[config.mk]
export PLATFORM = sky130hd
export DESIGN_NAME = mips_cpu_bus
export DESIGN_NICKNAME = d
export VERILOG_FILES = /design/src/hw/mips_isa_pkg.sv /design/src/hw/mips_core_pkg.sv /design/src/hw/mips_regfile.sv /design/src/hw/mips_execute.sv /design/src/hw/mips_control.sv /design/src/hw/mips_cpu_bus.sv
export SDC_FILE = /design/constraint.sdc
export NUM_CORES = 2
export LEC_CHECK = 0
export ABC_AREA = 1
export BUFFER_PORTS_ARGS = -buffer_cell sky130_fd_sc_hd__buf_2
export CORE_ASPECT_RATIO = 1.1
export CORE_UTILIZATION = 43
export CTS_CLUSTER_DIAMETER = 30
export DETAILED_ROUTE_END_ITERATION = 8
export PLACE_DENSITY = 0.62
export SETUP_SLACK_MARGIN = 0.5
export SYNTH_ARGS = -nofsm -noshare
export SYNTH_HDL_FRONTEND = slang
export SYNTH_SLANG_ARGS = --single-unit
[constraint.sdc]
create_clock -name clk -period 11.6 [get_ports clk]
set_input_delay 0.58 -clock clk [delete_from_list [all_inputs] [get_ports clk]]
set_output_delay 0.58 -clock clk [all_outputs]
set_load 0.01 [all_outputs]
[src/hw/mips_isa_pkg.sv]
package mips_isa_pkg;

    // Instruction field widths
    typedef logic [31:0] instr_t;
    typedef logic [4:0]  reg_idx_t;
    typedef logic [4:0]  shamt_t;
    typedef logic [15:0] imm_t;
    typedef logic [25:0] jidx_t;

    // Primary opcodes, bits 31:26
    typedef enum logic [5:0] {
        OP_SPECIAL = 6'h00,
        OP_J       = 6'h02,
        OP_BEQ     = 6'h04,
        OP_BNE     = 6'h05,
        OP_ADDIU   = 6'h09,
        OP_ORI     = 6'h0d,
        OP_LUI     = 6'h0f,
        OP_LW      = 6'h23,
        OP_SW      = 6'h2b
    } opcode_t;

    // Function codes of the SPECIAL opcode, bits 5:0
    typedef enum logic [5:0] {
        FN_SLL  = 6'h00,
        FN_SRL  = 6'h02,
        FN_JR   = 6'h08,
        FN_ADDU = 6'h21,
        FN_SUBU = 6'h23,
        FN_AND  = 6'h24,
        FN_OR   = 6'h25,
        FN_XOR  = 6'h26,
        FN_SLT  = 6'h2a,
        FN_SLTU = 6'h2b
    } funct_t;

    localparam reg_idx_t REG_ZERO = 5'd0;

    // Return value register, brought out of the core
    localparam reg_idx_t REG_V0 = 5'd2;

endpackage

[src/hw/mips_core_pkg.sv]
package mips_core_pkg;

    typedef logic [31:0] word_t;
    typedef logic [31:0] addr_t;
    typedef logic [3:0]  byte_en_t;

    typedef enum logic [1:0] {
        MEM_NONE,
        MEM_LOAD,
        MEM_STORE
    } mem_op_t;

    typedef enum logic [1:0] {
        FETCH,
        EXEC,
        MEM_ACCESS,
        HALTED
    } cpu_state_t;

    // A fetch from here stops the core
    localparam addr_t HALT_ADDR = 32'h0000_0000;

endpackage

[src/hw/mips_regfile.sv]
`timescale 1ns/100ps

module mips_regfile
    import mips_isa_pkg::*, mips_core_pkg::*;
(
    input  logic     clk,
    input  logic     reset,
    input  reg_idx_t rs_idx,
    input  reg_idx_t rt_idx,
    input  logic     wr_en,
    input  reg_idx_t wr_idx,
    input  word_t    wr_data,
    output word_t    rs_data,
    output word_t    rt_data,
    output word_t    register_v0
);

    word_t regs [32];

    assign rs_data     = regs[rs_idx];
    assign rt_data     = regs[rt_idx];
    assign register_v0 = regs[REG_V0];

    always_ff @(posedge clk) begin
        if (reset) begin
            for (int i = 0; i < 32; i++) begin
                regs[i] <= '0;
            end
        end else if (wr_en && wr_idx != REG_ZERO) begin
            // Register zero is never written and stays zero from reset
            regs[wr_idx] <= wr_data;
        end
    end

endmodule

[src/hw/mips_execute.sv]
`timescale 1ns/100ps

module mips_execute
    import mips_isa_pkg::*, mips_core_pkg::*;
(
    input  instr_t   instr,
    input  addr_t    pc,
    input  word_t    rs_data,
    input  word_t    rt_data,
    output reg_idx_t rs_idx,
    output reg_idx_t rt_idx,
    output word_t    alu_result,
    output logic     wb_en,
    output reg_idx_t wb_reg,
    output mem_op_t  mem_op,
    output addr_t    mem_addr,
    output logic     branch_taken,
    output addr_t    branch_target
);

    opcode_t  opcode;
    funct_t   funct;
    reg_idx_t rd_idx;
    shamt_t   shamt;
    imm_t     imm;
    jidx_t    jidx;
    word_t    imm_sext;
    addr_t    pc_next;
    addr_t    addr_sum;

    assign opcode = opcode_t'(instr[31:26]);
    assign rs_idx = instr[25:21];
    assign rt_idx = instr[20:16];
    assign rd_idx = instr[15:11];
    assign shamt  = instr[10:6];
    assign funct  = funct_t'(instr[5:0]);
    assign imm    = instr[15:0];
    assign jidx   = instr[25:0];

    assign imm_sext = {{16{imm[15]}}, imm};
    assign pc_next  = pc + 32'd4;

    // Word accesses only, low bits dropped
    assign addr_sum = rs_data + imm_sext;
    assign mem_addr = {addr_sum[31:2], 2'b00};

    always_comb begin
        alu_result    = '0;
        wb_en         = 1'b0;
        wb_reg        = rt_idx;
        mem_op        = MEM_NONE;
        branch_taken  = 1'b0;
        branch_target = pc_next + {imm_sext[29:0], 2'b00};
        case (opcode)
            OP_SPECIAL: begin
                wb_reg = rd_idx;
                wb_en  = 1'b1;
                case (funct)
                    FN_ADDU: alu_result = rs_data + rt_data;
                    FN_SUBU: alu_result = rs_data - rt_data;
                    FN_AND:  alu_result = rs_data & rt_data;
                    FN_OR:   alu_result = rs_data | rt_data;
                    FN_XOR:  alu_result = rs_data ^ rt_data;
                    FN_SLT:  alu_result = {31'b0, $signed(rs_data) < $signed(rt_data)};
                    FN_SLTU: alu_result = {31'b0, rs_data < rt_data};
                    FN_SLL:  alu_result = rt_data << shamt;
                    FN_SRL:  alu_result = rt_data >> shamt;
                    FN_JR: begin
                        wb_en         = 1'b0;
                        branch_taken  = 1'b1;
                        branch_target = rs_data;
                    end
                    default: wb_en = 1'b0;
                endcase
            end
            OP_ADDIU: begin
                alu_result = rs_data + imm_sext;
                wb_en      = 1'b1;
            end
            OP_ORI: begin
                alu_result = rs_data | {16'h0000, imm};
                wb_en      = 1'b1;
            end
            OP_LUI: begin
                alu_result = {imm, 16'h0000};
                wb_en      = 1'b1;
            end
            OP_LW:  mem_op = MEM_LOAD;
            OP_SW:  mem_op = MEM_STORE;
            OP_BEQ: branch_taken = (rs_data == rt_data);
            OP_BNE: branch_taken = (rs_data != rt_data);
            OP_J: begin
                branch_taken  = 1'b1;
                branch_target = {pc_next[31:28], jidx, 2'b00};
            end
            default: wb_en = 1'b0;
        endcase
    end

endmodule

[src/hw/mips_control.sv]
`timescale 1ns/100ps

module mips_control
    import mips_isa_pkg::*, mips_core_pkg::*;
#(
    parameter addr_t RESET_VECTOR = 32'hbfc0_0000
) (
    input  logic     clk,
    input  logic     reset,
    input  logic     waitrequest,
    input  word_t    readdata,
    input  word_t    alu_result,
    input  logic     wb_en,
    input  reg_idx_t wb_reg,
    input  mem_op_t  mem_op,
    input  addr_t    mem_addr,
    input  logic     branch_taken,
    input  addr_t    branch_target,
    input  word_t    rt_data,
    output logic     active,
    output addr_t    address,
    output logic     read,
    output logic     write,
    output word_t    writedata,
    output byte_en_t byteenable,
    output instr_t   instr,
    output addr_t    pc,
    output logic     wr_en,
    output reg_idx_t wr_idx,
    output word_t    wr_data
);

    cpu_state_t state;
    instr_t     ir;
    logic       stall;
    logic       jump_pending;
    addr_t      jump_target;
    logic       exec_hold;
    logic       halt_fetch;

    // Fresh instruction straight off the bus, held copy once stalled
    assign instr = (state == EXEC && !stall) ? readdata : ir;

    // Memory access in EXEC not yet accepted
    assign exec_hold = (state == EXEC) && (mem_op != MEM_NONE) && waitrequest;

    assign halt_fetch = (pc == HALT_ADDR);

    assign active = (state != HALTED);

    always_comb begin
        read    = 1'b0;
        write   = 1'b0;
        address = pc;
        case (state)
            FETCH: begin
                read = !halt_fetch;
            end
            EXEC: begin
                if (mem_op == MEM_LOAD) begin
                    read    = 1'b1;
                    address = mem_addr;
                end else if (mem_op == MEM_STORE) begin
                    write   = 1'b1;
                    address = mem_addr;
                end
            end
            default: begin
                read  = 1'b0;
                write = 1'b0;
            end
        endcase
    end

    assign writedata  = rt_data;
    assign byteenable = (read || write) ? 4'b1111 : 4'b0000;

    // One write port shared by ALU results and load data
    assign wr_en   = (state == EXEC && wb_en && !exec_hold) || (state == MEM_ACCESS);
    assign wr_idx  = wb_reg;
    assign wr_data = (state == MEM_ACCESS) ? readdata : alu_result;

    always_ff @(posedge clk) begin
        if (reset) begin
            state        <= FETCH;
            pc           <= RESET_VECTOR;
            stall        <= 1'b0;
            jump_pending <= 1'b0;
        end else begin
            case (state)
                FETCH: begin
                    if (halt_fetch) begin
                        state <= HALTED;
                    end else if (!waitrequest) begin
                        state <= EXEC;
                    end
                end
                EXEC: begin
                    stall <= exec_hold;
                    if (!exec_hold) begin
                        state <= (mem_op == MEM_LOAD) ? MEM_ACCESS : FETCH;
                        // Delay slot done, so the recorded target takes over
                        pc <= jump_pending ? jump_target : pc + 32'd4;
                        jump_pending <= branch_taken;
                    end
                end
                MEM_ACCESS: begin
                    state <= FETCH;
                end
                default: begin
                    state <= HALTED;
                end
            endcase
        end
    end

    always_ff @(posedge clk) begin
        if (state == EXEC) begin
            ir <= instr;
            if (!exec_hold && branch_taken) begin
                jump_target <= branch_target;
            end
        end
    end

endmodule

[src/hw/mips_cpu_bus.sv]
`timescale 1ns/100ps

module mips_cpu_bus
    import mips_isa_pkg::*, mips_core_pkg::*;
#(
    parameter addr_t RESET_VECTOR = 32'hbfc0_0000
) (
    input  logic     clk,
    input  logic     reset,
    input  logic     waitrequest,
    input  word_t    readdata,
    output logic     active,
    output word_t    register_v0,
    output addr_t    address,
    output logic     read,
    output logic     write,
    output word_t    writedata,
    output byte_en_t byteenable
);

    instr_t   instr;
    addr_t    pc;
    reg_idx_t rs_idx;
    reg_idx_t rt_idx;
    word_t    rs_data;
    word_t    rt_data;
    word_t    alu_result;
    logic     wb_en;
    reg_idx_t wb_reg;
    mem_op_t  mem_op;
    addr_t    mem_addr;
    logic     branch_taken;
    addr_t    branch_target;
    logic     wr_en;
    reg_idx_t wr_idx;
    word_t    wr_data;

    mips_control #(
        .RESET_VECTOR (RESET_VECTOR)
    ) u_control (
        .clk           (clk),
        .reset         (reset),
        .waitrequest   (waitrequest),
        .readdata      (readdata),
        .alu_result    (alu_result),
        .wb_en         (wb_en),
        .wb_reg        (wb_reg),
        .mem_op        (mem_op),
        .mem_addr      (mem_addr),
        .branch_taken  (branch_taken),
        .branch_target (branch_target),
        .rt_data       (rt_data),
        .active        (active),
        .address       (address),
        .read          (read),
        .write         (write),
        .writedata     (writedata),
        .byteenable    (byteenable),
        .instr         (instr),
        .pc            (pc),
        .wr_en         (wr_en),
        .wr_idx        (wr_idx),
        .wr_data       (wr_data)
    );

    mips_execute u_execute (
        .instr         (instr),
        .pc            (pc),
        .rs_data       (rs_data),
        .rt_data       (rt_data),
        .rs_idx        (rs_idx),
        .rt_idx        (rt_idx),
        .alu_result    (alu_result),
        .wb_en         (wb_en),
        .wb_reg        (wb_reg),
        .mem_op        (mem_op),
        .mem_addr      (mem_addr),
        .branch_taken  (branch_taken),
        .branch_target (branch_target)
    );

    mips_regfile u_regfile (
        .clk         (clk),
        .reset       (reset),
        .rs_idx      (rs_idx),
        .rt_idx      (rt_idx),
        .wr_en       (wr_en),
        .wr_idx      (wr_idx),
        .wr_data     (wr_data),
        .rs_data     (rs_data),
        .rt_data     (rt_data),
        .register_v0 (register_v0)
    );

endmodule

Word-level counts from Yosys, hierarchy flattened:

Memory sizes are Yosys's and may differ from the RTL's.
Index checks and enable logic that the tools add are counted.

* register bits after elaboration: 100
* RAM bits: 1024
* input bits: 35
* memories kept: 1

* $add $sub $neg: 5
* order comparisons: 2
* eq/ne operators: 26
* shifts and indexed selects: 2
* muxes and demuxes: 35
* bitwise logic cells: 5
* reduce and logical (&&, ||, !) cells: 24

Memory list
* u_regfile.regs: depth 32, bits a word 32, rd ports 3, clocked after memory_dff 0, write ports 32, RTL line mips_regfile.sv:18 `word_t regs [32];`

Operators by type and width (number)
* 32-bit one-hot mux with 9 select lines: 1
* 32-bit 2-to-1 mux: 8
* 32-bit one-hot mux with 4 select lines: 1
* 32-bit adder: 3
* 32-bit < comparator: 2
* 32-bit one-hot mux with 2 select lines: 1
* 6-bit == test (second input constant): 9
* 32-bit by 3-bit adder with 32-bit output (second input constant): 1
* 32-bit AND: 1
* 32-bit == test: 1
* 32-bit logical NOT: 1
* 32-bit != test: 1
* 32-bit by 16-bit OR with 32-bit output: 1
* 32-bit OR: 1
* 32-bit OR reduction: 1
* 32-bit by 5-bit left shift with 32-bit output: 1
* 32-bit by 5-bit right shift with 32-bit output: 1
* 32-bit subtractor: 1
* 32-bit XOR: 1
* 6-bit by 4-bit == test with 1-bit output (second input constant): 4
* 6-bit by 2-bit == test with 1-bit output (second input constant): 2
* 6-bit by 3-bit == test with 1-bit output (second input constant): 2
* 6-bit logical NOT: 2
* 1-bit 2-to-1 mux: 12
* 21 further kinds: 40

Longest topological paths before layout:

* depth after elaboration: 17
* mapped depth: 47

Modules after synthesis:

Synthesis repeated with hierarchy kept, for this count alone.

* cells, all modules: 11086
* area total of the unflattened synthesis: 77733.3 um^2

Modules (own cells, without submodules)
* mips_regfile: instances 1, cells an instance 7191, area each 56272.7 um^2, seq. area each 30749.5 um^2
* mips_execute: instances 1, cells an instance 3091, area each 15474.8 um^2, seq. area each 0.0 um^2
* mips_control: instances 1, cells an instance 804, area each 5985.7 um^2, seq. area each 2642.5 um^2

Worst setup path before layout:

Ideal clock, no wire load.

* kind: register -> register
* from: register u_control.state[1]
* to: memory u_regfile.regs[10][30] (netlist bit), data pin
* arrival: 6866 ps
* required time: 11330 ps
* setup slack: 4464 ps
* stages on the path, launching flop included: 38
* cells stage by stage: dfxtp_1 inv_1 ha_1 buf_6 nand3_1 nand2_1 buf_2 buf_2 buf_2 clkbuf_1 buf_2 clkbuf_1 clkbuf_1 buf_2 nor2_1 o221ai_1 nand3_1 nand3_1 [2 not listed] ha_1 inv_1 fa_1 o21ai_0 and3_1 a211oi_1 o21ai_0 a21oi_1 o21bai_1 a21boi_0 o21ai_0 xor2_1 nor2_1 nor2_1 nand2_1 nand2_1 buf_2 a21oi_1

RTL lines
* start: declaration: RTL line mips_control.sv:33 `cpu_state_t state;`
* start signal: assignment: RTL line mips_control.sv:101 `state <= (mem_op == MEM_LOAD) ? MEM_ACCESS : FETCH;`
* end: declaration: RTL line mips_regfile.sv:18

==> out/results.txt <==
Vias per std cell - 6.61
Rel. slew slack - 0.128
Fin crit share - 0.910
Post_cts resized - 0
Mapped Cells - 10100
Startpoint Class - register
Most frequent cells in the layout - 2459 x nand2_1, 1583 x nand3_1, 1234 x a21oi_1
DR vias - 82600
Grt met2 use - 0.640
Tot Pwr - 26.0 mW
Maximum vdd drop - 0.000212 V
Core area - 175000 µm²
Final Hold Viols - 0
Vias in the first global route - 76600
M1 GR Usage - 0.533
Die height - 442 µm
Routed wire length - 404000 µm
DR DRC count - 8
Fmax - 0.0947 GHz
HPWL after DPL - 246000 µm
Critical path arrival - 11.13 ns
1st-pass router iterations - 9
Routability Congestion - 1.04
Die ar. - 178000 µm²
Outcome - complete, but fails checks
Failing checks - DRC
Adder-cell area share of the yosys netlist - 0.0288
PD cells - 296 nW/µm²
CTS max path bufs - 4
Most common flop cell mapped by yosys - edfxtp_1
Synth cell types - 65
Compound-Gate Fraction of Synth Area - 0.163
RSZ-0062 raised after global routing - false
Post-synth ARST share - 0
Tot GR Track Use - 0.438
CTS tree - done
Setup Fix Bufs, Post-CTS - 0
Remaining antenna violation count - 0
Largest net degree at the start of global routing - 159
First-pass GRT wire length - 560000 µm
Root Driver - clkbuf_16
H-tree depth - 5
Clock sink count - 1124
Fin nets - 10200
Hold crit path type - input pin to register
CP Capture Type - register
Area growth syn-to-layout - 16.1%
Leakage - 35.1 nW
WL/cell - 32.4 µm
Cts hold-fix bufs - 0
Main combinational cell family by area after synthesis - simple AND/OR/NAND/NOR gates
Clock Skew - 0.0706 ns
CP peak stage delay - 1.13 ns
Layout cells sized above 1 - 0.0960
Final min period - 10.56 ns
Post-synthesis sequential area ratio - 0.440
Setup TNS - 0 ns
Avg Inst Size Synth - 7.49 µm²
Clock buffer count from CTS - 298
Clock latency on the worst-skew pair - 0.94 ns
Ys Warns - 0
Final setup violating endpoints - 0
Grt total ovfl - 0
Worst Path Required - 12.17 ns
Seq cells post-synth - 1124
Initial Util - 0.433
Die width - 402 µm
Worst hold margin - 0.0589 ns
Port bufs - 137
Global routing's busiest layer - met2
Mapped Area - 75800 µm²
Crit path kind - register to register
Num ports - 138
Commonest non-fill, non-tap cell in the layout - nand2_1
1st-iter DRT viols - 14900
Post-Synth Simple-Gate Area - 0.272
Number of synthesized flops with an enable pin - 1088
Row cnt - 161
Post-synthesis xor/xnor area fraction - 0.00854
Slew Viols, Final - 0
Core Util, Final - 0.503
Max-Cap Viols - 0
Worst-path clk slew - 0.05 ns
Mux share of post-synthesis cell area - 0.000528
Initial antenna violation count - 19
Crit path top cell by count - nand2_1
Critical path peak fanout - 130
Grt met3 use - 0.143
Slowest-stage cell, CP - nand2_8
Worst Tran Pin Value - 1.30 ns
-- cell usage after synthesis (all sizes together) (48+ instances only) --
library cell | n | share of area
clkbuf | 450 | 0.022
xor2 | 60 | 0.0069
nor2 | 605 | 0.030
a21oi | 1235 | 0.081
inv | 767 | 0.038
nand2 | 2530 | 0.13
edfxtp | 1088 | 0.43
nand3 | 1585 | 0.10
ha | 168 | 0.028
o22ai | 172 | 0.014
buf | 396 | 0.026
o211ai | 48 | 0.0048
o21ai | 623 | 0.042
-- sequential cells by signal (all words and copies together), names as in the netlist --
name,cells
u_control.pc,32
u_regfile.regs,1024
u_control.jump_pending,1
u_control.state,2
u_control.ir,32
u_control.jump_target,32
u_control.stall,1
-- per-stage QoR --
stage               instances  area [µm²]  setup WS (ns)
floorplan               10200       76000           4.46
global placement        12000       78200           2.03
detailed placement      12000       78200           1.80
CTS                     12500       88000           1.62
global route            12500       88000          0.844
finish                  12500       88000           1.04
-- report_power, final --
part / switching, mW / internal (mW)
Combinational: 9.81 / 3.20
Sequential: 0.114 / 4.69
Clock: 2.59 / 5.64
-- path summary, 6_finish.rpt --
| path | start | to | slack (ns) | cells past startpoint |
|---|---|---|---|---|
| setup / recovery | u_control.state[1]$_SDFFE_PP0P_ | u_regfile.regs[1][22]$_SDFFCE_PN0P_ | 1.04 | 36 |
| hold / removal | waitrequest | u_control.stall$_SDFFE_PP0N_ | 0.06 | 3 |
| setup reg to reg | u_control.state[1]$_SDFFE_PP0P_ | u_regfile.regs[1][22]$_SDFFCE_PN0P_ | 1.04 | 36 |
| hold reg to reg | u_control.jump_target[28]$_DFFE_PP_ | u_control.pc[28]$_SDFFE_PP1P_ | 0.47 | 2 |
-- critical path: cells and delay by family, from the launching register on --
kind                     cells  cell delay [ns]
adder cells (fa/ha/maj)      3             0.84
flip-flops                   1             0.34
AND/OR/NAND/NOR             17             5.12
buffers and inverters        6             1.17
AO/OA/AOI/OAI               10             2.59
-- area by class of cell --
type | instances | area, µm²
fill | 16700 | 87000
multi-input combinational | 7411 | 36300
sequential | 1124 | 33400
clock buffer | 341 | 7800
inverter | 778 | 2930
tap | 2282 | 2860
timing repair buffer | 363 | 2660
clock inverter | 182 | 2050
antenna | 12 | 30.0
-- routing by layer --
metal	vias to the layer above	part of all wire	routed length (µm)
met4	20	0.091	36700
met3	1856	0.15	59100
met1	39000	0.34	138000
met2	7258	0.42	171000
li1	34500	-	-
met5	-	0.00034	138
-- logic make-up (layout without fill, tap and decap cells) --
family | Yosys count | in the layout
AO/OA/AOI/OAI | 2271 | 2271
buffers and inverters | 1624 | 1664
AND/OR/NAND/NOR | 4858 | 4858
multiplexers | 4 | 4
XOR/XNOR | 74 | 74
flip-flops | 1124 | 1124
other | 1 | 44
adder cells (fa/ha/maj) | 172 | 172
Power figures use the tool's default switching activity.
